File: config.mk
export PLATFORM = sky130hd
export DESIGN_NAME = frame_controller
export DESIGN_NICKNAME = d
export VERILOG_FILES = /design/src/common/raster_pkg.sv /design/src/hdl/frame_controller.sv
export SDC_FILE = /design/constraint.sdc
export NUM_CORES = 1
export LEC_CHECK = 0
export ABC_CLOCK_PERIOD_IN_PS = 3350
export BUFFER_PORTS_ARGS = -buffer_cell sky130_fd_sc_hd__buf_2
export CAP_MARGIN = 5
export CORE_MARGIN = 5
export CORE_UTILIZATION = 37
export CTS_BUF_LIST = sky130_fd_sc_hd__clkbuf_8 sky130_fd_sc_hd__clkbuf_16
export DETAILED_ROUTE_END_ITERATION = 7
export GPL_TIMING_DRIVEN = 0
export PLACE_DENSITY = 0.76
export SLEW_MARGIN = 20
export SYNTH_ARGS = -nofsm -noshare
export SYNTH_HDL_FRONTEND = slang
export SYNTH_SLANG_ARGS = --single-unit
export TNS_END_PERCENT = 5
File: constraint.sdc
create_clock -name S_AXI_ACLK -period 3.35 [get_ports S_AXI_ACLK]
set_input_delay 0.8375 -clock S_AXI_ACLK [delete_from_list [all_inputs] [get_ports S_AXI_ACLK]]
set_output_delay 0.8375 -clock S_AXI_ACLK [all_outputs]
set_load 0.02 [all_outputs]
File: src/common/raster_pkg.sv
// shared constants and types for the triangle rasterizer
// frame is 320x240 RGB332, vertices must lie inside the frame
// edge widths are sized for coordinates below 320 and 240 only

package raster_pkg;

  //////////////////////////////////////////////////////////////
  // vector types
  //////////////////////////////////////////////////////////////

  // pixel column, 0..319
  typedef logic [8:0] coord_x_t;
  // pixel row, 0..239
  typedef logic [7:0] coord_y_t;
  // display drawX / drawY, full 640x480 timing
  typedef logic [9:0] draw_coord_t;
  // RGB332 pixel
  typedef logic [7:0] color_t;
  // one 4-bit output channel
  typedef logic [3:0] channel_t;
  // row * 320 + column
  typedef logic [16:0] fb_addr_t;

  // edge coefficients, |a| <= 239 and |b| <= 319
  typedef logic signed [9:0] edge_coef_t;
  // edge constant, |c| <= 319 * 239
  typedef logic signed [17:0] edge_const_t;
  // a*x + b*y + c for one pixel
  typedef logic signed [19:0] edge_val_t;

  //////////////////////////////////////////////////////////////
  // constants
  //////////////////////////////////////////////////////////////

  localparam int FB_WIDTH = 320;
  localparam int FB_HEIGHT = 240;
  localparam int FB_DEPTH = FB_WIDTH * FB_HEIGHT;
  // written to every word during a clear
  localparam color_t CLEAR_COLOR = 8'h00;

  //////////////////////////////////////////////////////////////
  // structs and state
  //////////////////////////////////////////////////////////////

  typedef struct packed {
    coord_x_t x;
    coord_y_t y;
  } vertex_t;

  // v[0], v[1], v[2] are vertices 1, 2, 3
  typedef struct packed {
    vertex_t [2:0] v;
    color_t color;
  } triangle_t;

  typedef struct packed {
    edge_coef_t a;
    edge_coef_t b;
    edge_const_t c;
  } edge_t;

  // edges[0..2] are 1->2, 2->3, 3->1; box limits inclusive
  typedef struct packed {
    edge_t [2:0] edges;
    coord_x_t min_x;
    coord_x_t max_x;
    coord_y_t min_y;
    coord_y_t max_y;
    color_t color;
  } setup_t;

  typedef struct packed {
    logic we;
    fb_addr_t addr;
    color_t data;
  } fb_write_t;

  typedef enum logic [1:0] {
    clear_buf,
    wait_tri,
    calc_edge,
    rasterize
  } ctrl_state_t;

endpackage

File: src/hdl/frame_controller.sv
// sequences clear, triangle accept, edge setup and rasterization
// vsync is treated as asynchronous; only edges seen in wait_tri count
// the frame-buffer write port belongs to the clear counter in clear_buf
`timescale 1ns/10ps

module frame_controller (
  input  logic                    S_AXI_ACLK,
  input  logic                    S_AXI_ARESETN,
  input  logic                    vsync,
  input  raster_pkg::triangle_t   tri_in,
  input  logic                    tri_valid,
  input  logic                    edge_done,
  input  logic                    walk_done,
  input  raster_pkg::fb_write_t   walk_wr,
  output logic                    tri_ready,
  output raster_pkg::triangle_t   tri_held,
  output logic                    edge_start,
  output logic                    walk_start,
  output raster_pkg::fb_write_t   fb_wr
);

  raster_pkg::ctrl_state_t state;
  raster_pkg::fb_addr_t clear_cnt;

  // vsync synchronizer and edge detect
  logic vsync_s1;
  logic vsync_s2;
  logic vsync_prev;
  logic vsync_rise;
  logic clear_last;

  ////////////////////////////////////////////////////////////
  // vsync
  ////////////////////////////////////////////////////////////

  always_ff @(posedge S_AXI_ACLK) begin
    if (!S_AXI_ARESETN) begin
      vsync_s1 <= 1'b0;
      vsync_s2 <= 1'b0;
      vsync_prev <= 1'b0;
    end else begin
      vsync_s1 <= vsync;
      vsync_s2 <= vsync_s1;
      vsync_prev <= vsync_s2;
    end
  end

  assign vsync_rise = vsync_s2 && !vsync_prev;

  // held low on a vsync edge so a triangle is never dropped by a clear
  assign tri_ready = (state == raster_pkg::wait_tri) && !vsync_rise;

  assign clear_last = (clear_cnt == raster_pkg::fb_addr_t'(raster_pkg::FB_DEPTH - 1));

  ////////////////////////////////////////////////////////////
  // state machine
  ////////////////////////////////////////////////////////////

  always_ff @(posedge S_AXI_ACLK) begin
    if (!S_AXI_ARESETN) begin
      state <= raster_pkg::clear_buf;
      clear_cnt <= '0;
      edge_start <= 1'b0;
      walk_start <= 1'b0;
    end else begin
      // start strobes are one cycle wide
      edge_start <= 1'b0;
      walk_start <= 1'b0;
      case (state)
        raster_pkg::clear_buf: begin
          // counter wraps to zero, ready for the next clear
          if (clear_last) begin
            clear_cnt <= '0;
            state <= raster_pkg::wait_tri;
          end else begin
            clear_cnt <= clear_cnt + 1'b1;
          end
        end
        raster_pkg::wait_tri: begin
          if (vsync_rise) begin
            state <= raster_pkg::clear_buf;
          end else if (tri_valid) begin
            edge_start <= 1'b1;
            state <= raster_pkg::calc_edge;
          end
        end
        raster_pkg::calc_edge: begin
          if (edge_done) begin
            walk_start <= 1'b1;
            state <= raster_pkg::rasterize;
          end
        end
        raster_pkg::rasterize: begin
          if (walk_done) begin
            state <= raster_pkg::wait_tri;
          end
        end
        default: state <= raster_pkg::clear_buf;
      endcase
    end
  end

  // accepted triangle stays put until the walker is done
  always_ff @(posedge S_AXI_ACLK) begin
    if (tri_valid && tri_ready) begin
      tri_held <= tri_in;
    end
  end

  ////////////////////////////////////////////////////////////
  // write port mux
  ////////////////////////////////////////////////////////////

  always_comb begin
    if (state == raster_pkg::clear_buf) begin
      fb_wr.we = 1'b1;
      fb_wr.addr = clear_cnt;
      fb_wr.data = raster_pkg::CLEAR_COLOR;
    end else begin
      fb_wr = walk_wr;
    end
  end

endmodule

Yosys cells after proc, flatten, opt, wreduce, memory -nomap -nowiden
Cells that the tools add are included.
{"block": "totals", "reg_bits": 83, "input_bits": 91, "out_inout_bits": 88, "word_cells": 44}
{"block": "op_classes", "add_sub_neg": 1, "eq_ne": 8, "muxes": 10, "bitwise": 2, "n_reduce_logical": 9}
{"operator": "$mux 26", "n": 1}
{"operator": "$add 17x1->17 const B", "n": 1}
{"operator": "$eq 17x17->1 const B", "n": 1}
{"operator": "$mux 17", "n": 1}
{"operator": "$mux 2", "n": 5}
{"operator": "$pmux 2 s4", "n": 1}
{"operator": "$ne 2x2->1 const B", "n": 3}
{"operator": "$eq 2x2->1 const B", "n": 2}
{"operator": "$reduce_and 4->1", "n": 1}
{"operator": "$logic_and 1x1->1", "n": 3}
{"operator": "$ne 3x3->1 const B", "n": 1}
{"operator": "$reduce_or 3->1", "n": 1}
{"operator": "$eq 2x1->1 const B", "n": 1}
{"operator": "$logic_not 1->1", "n": 2}
{"operator": "$logic_not 2->1", "n": 1}
{"operator": "$mux 1", "n": 2}
{"operator": "$not 1->1", "n": 2}
{"operator": "$reduce_and 2->1", "n": 1}

Depth between registers and ports, before layout
Gate-level depths: netlist (run 1).
{"block": "logic_depth", "ltp_word": 5, "mapped_depth": 6, "depth_no_buf": 6}

Worst setup path after synthesis (run 1)
Ideal clock, no wire load.
{"block": "synth_timing", "path_kind": "input-to-reg", "startpoint": "input tri_valid", "endpoint": "register tri_held[0] (netlist name), enable pin", "setup_ns": 0.424, "t_arrival_ns": 2.290, "required_ns": 2.926, "setup_slack_ns": 0.637, "cell_stages": 1, "path_buffers": 0, "path_cell_list": "and3_1"}
{"block": "synth_via", "elab_chain_len": 1}
{"item": "start: declaration", "line": "frame_controller.sv:11", "text": "input logic tri_valid,"}
{"item": "$logic_and 1x1->1", "line": "frame_controller.sv:105", "text": "if (tri_valid && tri_ready) begin"}
{"item": "end signal: assignment", "line": "frame_controller.sv:106", "text": "tri_held <= tri_in;"}
{"item": "end: declaration", "line": "frame_controller.sv:16", "text": "output raster_pkg::triangle_t tri_held,"}
Every way passes these cells.
A chain may end at the register's enable or synchronous reset.

==> impl_results.md, run 1 <==
* Finished Core Util at between 50% and 60%
* Worst hold path type: flip-flop to flip-flop
* Slew margin rel. at between 40% and 50%
* Final worst path period need at between 2 and 3 ns
* Post-Syn Instances at 220
* FF+latch count, synth at slightly above 80
* Layout Nets at between 500 and 600
* Depth of the most critical reg-to-reg path at 6
* Worst-Skew Late Latency at roughly 0.35 ns
* Maximum root-to-sink buffer count at 2
* Post-synth EDFFs at 59
* Num CTS Buffers at 9
* Critical path startpoint: state[1]
* Number of vias in the routed layout at 2426
* Die width at 103 um
* Final Worst Setup Slack at between 0.3 and 0.4 ns
* DIE AREA at between 10000 and 15000 um^2
* Fin Clk Skew at roughly 0.0085 ns
* Net Count, Synth at approximately 320
* Via-to-Cell Ratio at about 4.6
* Power Total at around 2.2 mW
* Crit path DAT at between 2 and 2.5 ns
* Layout overhead on the synthesized area at 37.7%
* Hold Violations, Final at 0
* Crit Path Max Fanout at 10
* Initial antenna violation count at 0
* Post-CTS sizing at 0
* Worst setup EP type: output port
* GRT Residual Overflow at 0
* TritonCTS clock tree: yes
* Vias in the first global route at 2315
* Clock-pin slew on the worst setup and hold paths at around 0.09 ns
* VDD IR max at a little under 200 uV
* Clock Sinks at 83
* Synth Flop Type: edfxtp_1
* Layout cell share with drive strength beyond 1 at ~53%
* Max Freq at about 340 MHz
* Max-Cap Viols at 0
* DRT Wirelength at 8350 um
* Worst Path Required at around 2.5 ns
* Leakage at just under 2 nW
* Max Slew Vio Count at 0
* Worst slew pin tran at about 0.76 ns
* Status: finished clean
* DRT iter0 DRCs at just over 100
* TritonRoute pass-1 iters at 4
* Post-DP HPWL at between 6000 and 7000 um
* Synth warn at 0
* Crit path kind: flip-flop to output port
* Crit path launch type: flip-flop
* Post-synthesis cell type count at 38
* Final setup fails at 0
* Seq/Total Area, Yosys at about 70%
* Io pins at approximately 180
* Routability congestion estimate from global placement at roughly 0.78
* Drc violations at 0
* Total track usage at between 10% and 20%
* CTS HTree Levels at 3
* Reg2reg setup slack at 1.23 ns
* PortBufs at 178
* Post-Synthesis Cell Area at around 3200 um^2
* # rows at 34
* Initial Utilization at a little under two fifths
* Final Cycle Share at about nine tenths
* Pin count of the biggest net entering global routing at roughly 60
* Unrepaired setup endpoints after global routing: false
* Reg2reg end: clear_cnt[15]
* Fin Setup TNS at 0 ns
* ANT nets after route at 0
* Core ar. at 8590 um^2
* Wirelength per Cell at between 15 and 20 um
* Worst r2r src: state[1]
* Crit path capture: fb_wr[23]
* Setup bufs post-CTS at 0
* Pwr per Cell Area at roughly 490 nW/um^2
* Asr flop ratio synth at 0%
* Dpl ws at 0.708 ns
* FILL cells at roughly 770
* Synthesized area per cell at between 10 and 15 um^2
* Die height at between 100 and 150 um
* Root Buffer: clkbuf_8
* First-pass GRT wire length at 11900 um
* Hold Buf Count CTS at 0
* N_diodes at 0
* Fin Hold WS at ~0.44 ns
[routing by layer]
metal	share of wire (%)	track usage [%]	vias to the layer above
met1	39	17.2	1093
li1	-	-	1188
met3	11	3.42	17
met4	2.3	7.27	0
met2	48	26.2	128
met5	0	0	-
[cells by family (layout without fill, tap and decap cells)]
logic type,after synthesis,after routing,share of synthesized area (%)
compound gates,19,19,3.96
xor+xnor,10,10,2.72
fa+ha+maj,6,6,2.33
buf+inv,12,206,1.44
flops,83,83,70.0
mux,19,19,6.57
simple gates,71,71,13.0
[state kept, by name, summed over array words and instances, names as in the netlist]
signal	count
vsync_prev	1
state	2
edge_start	1
clear_cnt	17
vsync_s1	1
walk_start	1
tri_held	59
vsync_s2	1
[worst max-delay path, stage by stage (launching register included)]
cell      delay, ns
dfxtp_1        0.35
inv_1          0.11
ha_1           0.28
clkbuf_1       0.48
mux2_2         0.40
buf_2          0.17
[layout by cell type, fill, tap and decap left out, types with 5 or more instances in the layout]
cell	Yosys	layout
mux2_2	17	17
and2_1	6	6
nor2b_1	11	11
clkbuf_8	0	9
xor2_1	5	5
inv_1	6	6
nand3_1	5	5
nand2_1	12	12
dfxtp_1	24	24
nor2_1	12	12
clkbuf_1	5	5
edfxtp_1	59	59
buf_2	1	179
a21oi_1	7	7
ha_1	6	6
xnor2_1	5	5
[report_power, final]
part	internal, mW	total, mW	switching [mW]
Clock	0.283	0.671	0.389
Sequential	1.15	1.17	0.0209
Combinational	0.141	0.342	0.202
[stage by stage]
stage / area (um^2) / cells
after floorplan: 3220 / 220
after global placement: 4250 / 506
after detailed placement: 4250 / 506
after CTS: 4430 / 522
after global routing: 4430 / 522
final: 4430 / 522
[Yosys cell counts, types with 5 or more instances]
library cell | n | area, um^2
and2_1 | 6 | 37.5
nor2b_1 | 11 | 68.8
inv_1 | 6 | 22.5
nand2_1 | 12 | 45.0
nor2_1 | 12 | 45.0
clkbuf_1 | 5 | 18.8
a21oi_1 | 7 | 35.0
edfxtp_1 | 59 | 1770
ha_1 | 6 | 75.1
nand3_1 | 5 | 25.0
mux2_2 | 17 | 191
xor2_1 | 5 | 43.8
xnor2_1 | 5 | 43.8
dfxtp_1 | 24 | 480
[how the worst min path moves through the flow]
| stage | start | to | slack [ns] | cells after the start |
|---|---|---|---|---|
| 2_1_floorplan | vsync_s1 | vsync_s2 | 0.41 | 1 |
| 3_3_place_gp | vsync_s1 | vsync_s2 | 0.42 | 1 |
| 3_5_place_dp | vsync_s1 | vsync_s2 | 0.42 | 1 |
| 4_1_cts | vsync_s1 | vsync_s2 | 0.45 | 1 |
| 5_1_grt | vsync_s1 | vsync_s2 | 0.48 | 1 |
| 6_report | vsync_s1 | vsync_s2 | 0.44 | 1 |
[area by class of cell]
type,count,area [um^2],area share (%)
multi-input cells,125,926,20.9
inverters,6,22.5,0.508
well taps,108,135,3.05
repair buffers,178,891,20.1
clock buffers,9,124,2.79
clock inverters,7,58.8,1.33
plain buffers,6,23.8,0.536
flip-flops and latches,83,2250,50.8
(Power assumes the default switching activity.)
==> inputs of run 2 (changes only) <==
--- a/config.mk
+++ b/config.mk
@@ -5,6 +5,7 @@
 export SDC_FILE = /design/constraint.sdc
 export NUM_CORES = 1
 export LEC_CHECK = 0
+export ABC_AREA = 1
 export ABC_CLOCK_PERIOD_IN_PS = 3350
 export BUFFER_PORTS_ARGS = -buffer_cell sky130_fd_sc_hd__buf_2
 export CAP_MARGIN = 5
==> impl_results.md, run 2 <==
* Hold Violations, Final at 0 (unchanged)
* Hold Buf Count CTS at 0 (unchanged)
* Status: finished clean
* Setup bufs post-CTS at 0 (unchanged)
* Final setup fails at 0 (unchanged)
* Worst-Skew Late Latency at 0.35 ns (about the same)
* Fin Hold WS at 0.417 ns (-0.0267 ns)
* Top Registers: tri_held (59), clear_cnt (17), state (2)
* Crit path launch type: flip-flop
* Pwr per Cell Area at 638 nW/um^2 (+29%)
* Clock power frac at 26.5% (-4.2 points)
* Max-Cap Viols at 0 (unchanged)
* Most common cell in the synthesized netlist: nand2_1
* Initial antenna violation count at 0 (unchanged)
* Biggest register: tri_held
* Most common cell after layout, fill and taps aside: buf_2
* Final non-filler cell total at 596 (+14%)
* VDD IR max at 313 uV (+61%)
* Num CTS Buffers at 9 (unchanged)
* Crit path DAT at 2.21 ns (+0.07 ns)
* Share of the synthesized area in the top cell type at 54.5% (-0.53 points)
* Reg area at 2250 um^2 (unchanged)
* DRT Wirelength at 8510 um (+1.9%)
* Net Count, Synth at 390 (+23%)
* ANT nets after route at 0 (unchanged)
* Post-synth top cells: nand2_1 (68), edfxtp_1 (59), nor2_1 (43)
* Layout Nets at 580 (+15%)
* DP Cell Count at 580 (+15%)
* Clock-pin slew on the worst setup and hold paths at 0.08 ns (about the same)
* Post-synth EDFFs at 59 (unchanged)
* Worst hold path type: flip-flop to flip-flop
* Post-DP HPWL at 6900 um (+5.6%)
* Psw at 0.969 mW (+58%)
* Post-synthesis cell type count at 25 (-34%)
* DIE AREA at 10800 um^2 (+0.87%)
* Worst slew pin tran at 0.397 ns (-0.359 ns)
* DRT iter0 DRCs at 92 (-9.8%)
* Number of vias in the routed layout at 2686 (+11%)
* # rows at 34 (unchanged)
* Synth Flop Type: edfxtp_1
* Max Slew Vio Count at 0 (unchanged)
* Crit path kind: flip-flop to output port
* TritonRoute pass-1 iters at 4 (unchanged)
* Area leader, netlist: edfxtp_1
* Max FFs per register at 59 (unchanged)
* Layout overhead on the synthesized area at 39.8%
* Leakage at 2.09 nW (+8.6%)
* TritonCTS clock tree: yes
* Post-Synthesis Cell Area at 3250 um^2 (+0.97%)
* Slew margin rel. at 73.5% (+24 points)
* Asr flop ratio synth at 0% (unchanged)
* Die height at 104 um (+0.44%)
* Io pins at 179 (unchanged)
* Clock Sinks at 83 (unchanged)
* Final Worst Setup Slack at 0.303 ns (-0.0682 ns)
* Pint at 1.93 mW (+22%)
* N_diodes at 0 (unchanged)
* FILL cells at 770 (+0.65%)
* Footprint of the multi-input gates at 846 um^2 (-8.6%)
* GRT Residual Overflow at 0 (unchanged)
* Vias in the first global route at 2655 (+15%)
* Initial Utilization at 37.6% (+0.18 points)
* CTS HTree Levels at 3 (unchanged)
* Routability congestion estimate from global placement at 0.795 (+2.5%)
* Drc violations at 0 (unchanged)
* Max Freq at 328 MHz (-2.2%)
* FF+latch count, synth at 83 (unchanged)
* Core ar. at 8640 um^2 (+0.50%)
* Worst setup EP type: output port
* Worst Path Required at 2.51 ns (about the same)
* Post-Syn Instances at 293 (+33%)
* Synth warn at 0 (unchanged)
* Seq/Total Area, Yosys at 69.3% (-0.67 points)
* Combinational share of power at 29.4% (+14 points)
* Total track usage at 15.6% (+0.60 points)
* Most frequent cells in the layout: buf_2 (182), nand2_1 (68), edfxtp_1 (59), nor2_1 (42), inv_1 (30)
* Maximum root-to-sink buffer count at 2 (unchanged)
* Synthesized area per cell at 11.1 um^2 (-24%)
* Pin count of the biggest net entering global routing at 27 (-56%)
* Unrepaired setup endpoints after global routing: false
* Via-to-Cell Ratio at 4.51 (-3.0%)
* Final Cycle Share at 90.9% (+2.0 points)
* Fin Clk Skew at 0.0128 ns (+0.00426 ns)
* Layout cell share with drive strength beyond 1 at 43.4% (-9.5 points)
* Die width at 104 um (+0.44%)
* Crit Path Max Fanout at 10 (unchanged)
* Final worst path period need at 3.05 ns (+0.0682 ns)
* Seq pwr share at 44.1% (-9.5 points)
* Post-CTS sizing at 0 (unchanged)
* Dpl ws at 0.656 ns (-0.0526 ns)
* Wirelength per Cell at 14.3 um (-11%)
* Sw Share at 33.4% (+5.5 points)
* Synth area leaders: edfxtp_1 (55%), dfxtp_1 (15%), nand2_1 (7.9%), nor2_1 (5.0%), inv_1 (3.3%)
* Root Buffer: clkbuf_8
* First-pass GRT wire length at 13400 um (+12%)
* Power Total at 2.90 mW (+32%)
* PortBufs at 177 (-0.56%)
-- run 2: cell count changes in the layout (fill, tap and decap cells not counted), moves of 4 or more --
cell	delta
nand2_1	+56
nor2_1	+30
inv_1	+24
mux2_2	-17
nor2b_1	-11
xor2_1	+7
and2_1	-6
nand3_1	+5
o21ai_0	+5
a21oi_1	-4
inv_2	+4
nand2b_1	-4
or3_1	-4
-- run 2: kinds of logic (layout without fill, tap and decap cells) --
family / after synthesis / in the layout / synth area share, %
and+or+nand+nor: 133 / 133 / 16.9
DFF: 83 / 83 / 69.3
buffers and inverters: 41 / 236 / 4.93
AOI/OAI and AO/OA: 16 / 16 / 2.85
xor gates and xnor gates: 14 / 14 / 3.77
adders and majority gates: 6 / 6 / 2.31
-- run 2: final timing paths --
kind	from	end	slack (ns)	depth (start not counted)
worst min register to register	vsync_s1	vsync_s2	0.42	2
worst max register to register	state[1]	tri_held[28]	1.23	7
worst min-delay path	vsync_s1	vsync_s2	0.42	2
worst max-delay path	state[0]	fb_wr[20]	0.30	8
-- run 2: critical path: stages (launching register included) --
cell	delay (ns)
dfxtp_1	0.39
inv_1	0.10
ha_1	0.23
inv_1	0.11
clkbuf_1	0.34
clkbuf_1	0.33
nand2_1	0.09
o21ai_0	0.09
buf_2	0.19
-- run 2: routing by layer --
layer	wire length, um	GRT usage [%]	vias up
met2	4260	26.9	140
met4	112	5.37	0
li1	-	-	1322
met3	841	5.97	8
met5	0	0	-
met1	3300	17.5	1216
-- run 2: area by class of cell --
cell class	instances	area share (%)
inverter	34	2.81
buffer	7	0.716
timing repair buffer	179	20.5
clock inverter	7	2.04
sequential	83	49.6
tap	108	2.97
clock buffer	9	2.73
multi-input combinational	169	18.6
-- run 2: per-stage QoR --
step / util (%) / setup TNS, ns / cell area, um^2
2_1_floorplan: - / 0 / 3250
5_1_grt: 52.6 / 0 / 4540
4_1_cts: 52.6 / 0 / 4540
3_3_place_gp: 49.5 / -5.56 / 4270
6_report: 52.6 / 0 / 4540
3_5_place_dp: 50.1 / 0 / 4330
-- run 2: power groups by stage --
stage / registers, mW / clock network, mW / logic, mW
2_1_floorplan: 1.43 / 0 / 0.395
3_3_place_gp: 1.30 / 0 / 0.825
3_5_place_dp: 1.30 / 0 / 0.864
4_1_cts: 1.28 / 0.792 / 0.868
5_1_grt: 1.29 / 0.835 / 0.933
6_report: 1.28 / 0.768 / 0.850
==> inputs of run 3 (changes only) <==
--- a/config.mk
+++ b/config.mk
@@ -10,11 +10,11 @@
 export BUFFER_PORTS_ARGS = -buffer_cell sky130_fd_sc_hd__buf_2
 export CAP_MARGIN = 5
 export CORE_MARGIN = 5
-export CORE_UTILIZATION = 37
+export CORE_UTILIZATION = 44
 export CTS_BUF_LIST = sky130_fd_sc_hd__clkbuf_8 sky130_fd_sc_hd__clkbuf_16
 export DETAILED_ROUTE_END_ITERATION = 7
 export GPL_TIMING_DRIVEN = 0
-export PLACE_DENSITY = 0.76
+export PLACE_DENSITY = 0.86
 export SLEW_MARGIN = 20
 export SYNTH_ARGS = -nofsm -noshare
 export SYNTH_HDL_FRONTEND = slang
==> impl_results.md, run 3 (synthesis results as in run 2) <==
* ANT nets after route at 0 (unchanged)
* CTS HTree Levels at 3 (unchanged)
* Number of vias in the routed layout at 2674 (-0.45%)
* Total track usage at 17.9% (+2.3 points)
* Hold Buf Count CTS at 0 (unchanged)
* Maximum root-to-sink buffer count at 2 (unchanged)
* TritonCTS clock tree: yes
* DIE AREA at 9210 um^2 (-14%)
* Crit Path Max Fanout at 10 (unchanged)
* DP Cell Count at 571 (-1.6%)
* DRT iter0 DRCs at 78 (-15%)
* Worst slew pin tran at 0.572 ns (+0.175 ns)
* Crit path DAT at 2.25 ns (+0.04 ns)
* Clock-pin slew on the worst setup and hold paths at 0.08 ns (about the same)
* Final setup fails at 0 (unchanged)
* GRT Residual Overflow at 0 (unchanged)
* Vias in the first global route at 2670 (+0.56%)
* Final non-filler cell total at 587 (-1.5%)
* Crit path kind: flip-flop to output port
* Layout Nets at 580 (unchanged)
* Leakage at 2.06 nW (-1.2%)
* Initial antenna violation count at 0 (unchanged)
* Setup bufs post-CTS at 0 (unchanged)
* Io pins at 179 (unchanged)
* Layout overhead on the synthesized area at 38.4%
* Core ar. at 7210 um^2 (-16%)
* Max FFs per register at 59 (unchanged)
* Most common cell after layout, fill and taps aside: buf_2
* Fin Hold WS at 0.417 ns (-0.000547 ns)
* Area after DPL at 4320 um^2 (about the same)
* Via-to-Cell Ratio at 4.56 (+1.1%)
* FILL cells at 581 (-25%)
* Root Buffer: clkbuf_8
* Max-Cap Viols at 0 (unchanged)
* Finished Core Util at 62.3% (+9.7 points)
* TritonRoute pass-1 iters at 4 (unchanged)
* Drc violations at 0 (unchanged)
* VDD IR max at 250 uV (-20%)
* Reg area at 2250 um^2 (unchanged)
* Die height at 96.0 um (-7.5%)
* Final Cycle Share at 92.0% (+1.1 points)
* Layout cell share with drive strength beyond 1 at 43.6% (+0.20 points)
* Max Freq at 324 MHz (-1.2%)
* Worst hold path type: flip-flop to flip-flop
* N_diodes at 0 (unchanged)
* Pin count of the biggest net entering global routing at 24 (-11%)
* Initial Utilization at 45.1% (+7.4 points)
* Footprint of the multi-input gates at 846 um^2 (unchanged)
* Slew margin rel. at 61.8% (-12 points)
* Reg2reg setup slack at 1.33 ns (+0.10 ns)
* DRT Wirelength at 8340 um (-2.0%)
* Post-DP HPWL at 6720 um (-2.6%)
* Unrepaired setup endpoints after global routing: false
* # rows at 31 (-8.8%)
* Wirelength per Cell at 14.2 um (-0.47%)
* Post-CTS sizing at 0 (unchanged)
* First-pass GRT wire length at 12300 um (-8.3%)
* Worst-Skew Late Latency at 0.35 ns (about the same)
* Routability congestion estimate from global placement at 0.842 (+6.0%)
* Power Total at 2.77 mW (-4.2%)
* Final worst path period need at 3.08 ns (+0.0369 ns)
* Biggest register: tri_held
* Num CTS Buffers at 9 (unchanged)
* Hold Violations, Final at 0 (unchanged)
* Worst Path Required at 2.51 ns (about the same)
* Top Registers: tri_held (59), clear_cnt (17), state (2)
* Status: finished clean
* Pwr per Cell Area at 617 nW/um^2 (-3.3%)
* Final instance area at 4500 um^2 (-0.99%)
* Die width at 96.0 um (-7.5%)
* Max Slew Vio Count at 0 (unchanged)
* Clock Sinks at 83 (unchanged)
* PortBufs at 177 (unchanged)
* Most frequent cells in the layout: buf_2 (182), nand2_1 (68), edfxtp_1 (59), nor2_1 (42), inv_1 (30)
* Worst setup EP type: output port
* Crit path launch type: flip-flop
* Fin Clk Skew at 0.00756 ns (-0.00523 ns)
-- run 3: changes by cell type in the layout (fill, tap and decap cells not counted) --
cell        before  now
buf_16           1    2
inv_6            1    2
clkinvlp_4       1    4
clkinv_1         2    1
bufinv_16        2    0
clkinv_4         1    0
buf_12           1    0
-- run 3: path summary, 6_finish.rpt --
| kind | start | to | cells after the start |
|---|---|---|---|
| worst max-delay path | state[0] | fb_wr[20] | 8 |
| worst min-delay path | vsync_s1 | vsync_s2 | 2 |
| worst max register to register | state[1] | tri_held[3] | 6 |
| worst min register to register | vsync_s1 | vsync_s2 | 2 |
-- run 3: critical path, stage by stage (launching register included) --
cell and delay, ns:
dfxtp_1 0.40, inv_1 0.10, ha_1 0.22, inv_1 0.12
clkbuf_1 0.35, clkbuf_1 0.33, nand2_1 0.09, o21ai_0 0.09
buf_2 0.19
-- run 3: layer usage --
| metal | global-route usage, % | share of wire (%) | vias up |
|---|---|---|---|
| met5 | 0 | 0 | - |
| met4 | 6.04 | 0.74 | 0 |
| li1 | - | - | 1330 |
| met3 | 4.93 | 10 | 5 |
| met1 | 18.9 | 37 | 1207 |
| met2 | 33.8 | 52 | 132 |
-- run 3: report_power, final --
part,internal [mW],switching (mW),leakage [nW],total (mW)
registers,1.24,0.0424,0.732,1.28
logic,0.274,0.577,1.25,0.851
clock network,0.271,0.372,0.0797,0.643
-- run 3: through the flow --
| stage | setup TNS, ns | setup slack [ns] |
|---|---|---|
| 3_5_place_dp | 0 | 0.635 |
| 2_1_floorplan | 0 | 0.220 |
| 4_1_cts | 0 | 0.219 |
| 6_report | 0 | 0.267 |
| 3_3_place_gp | -4.16 | -0.0738 |
| 5_1_grt | 0 | 0.0527 |
-- run 3: area by class of cell --
class	count	share of cell area, %
plain buffers	7	0.723
clock buffers	9	2.75
clock inverters	7	1.14
inverters	34	2.84
multi-input cells	169	18.8
flip-flops and latches	83	50.1
well taps	99	2.75
repair buffers	179	20.9
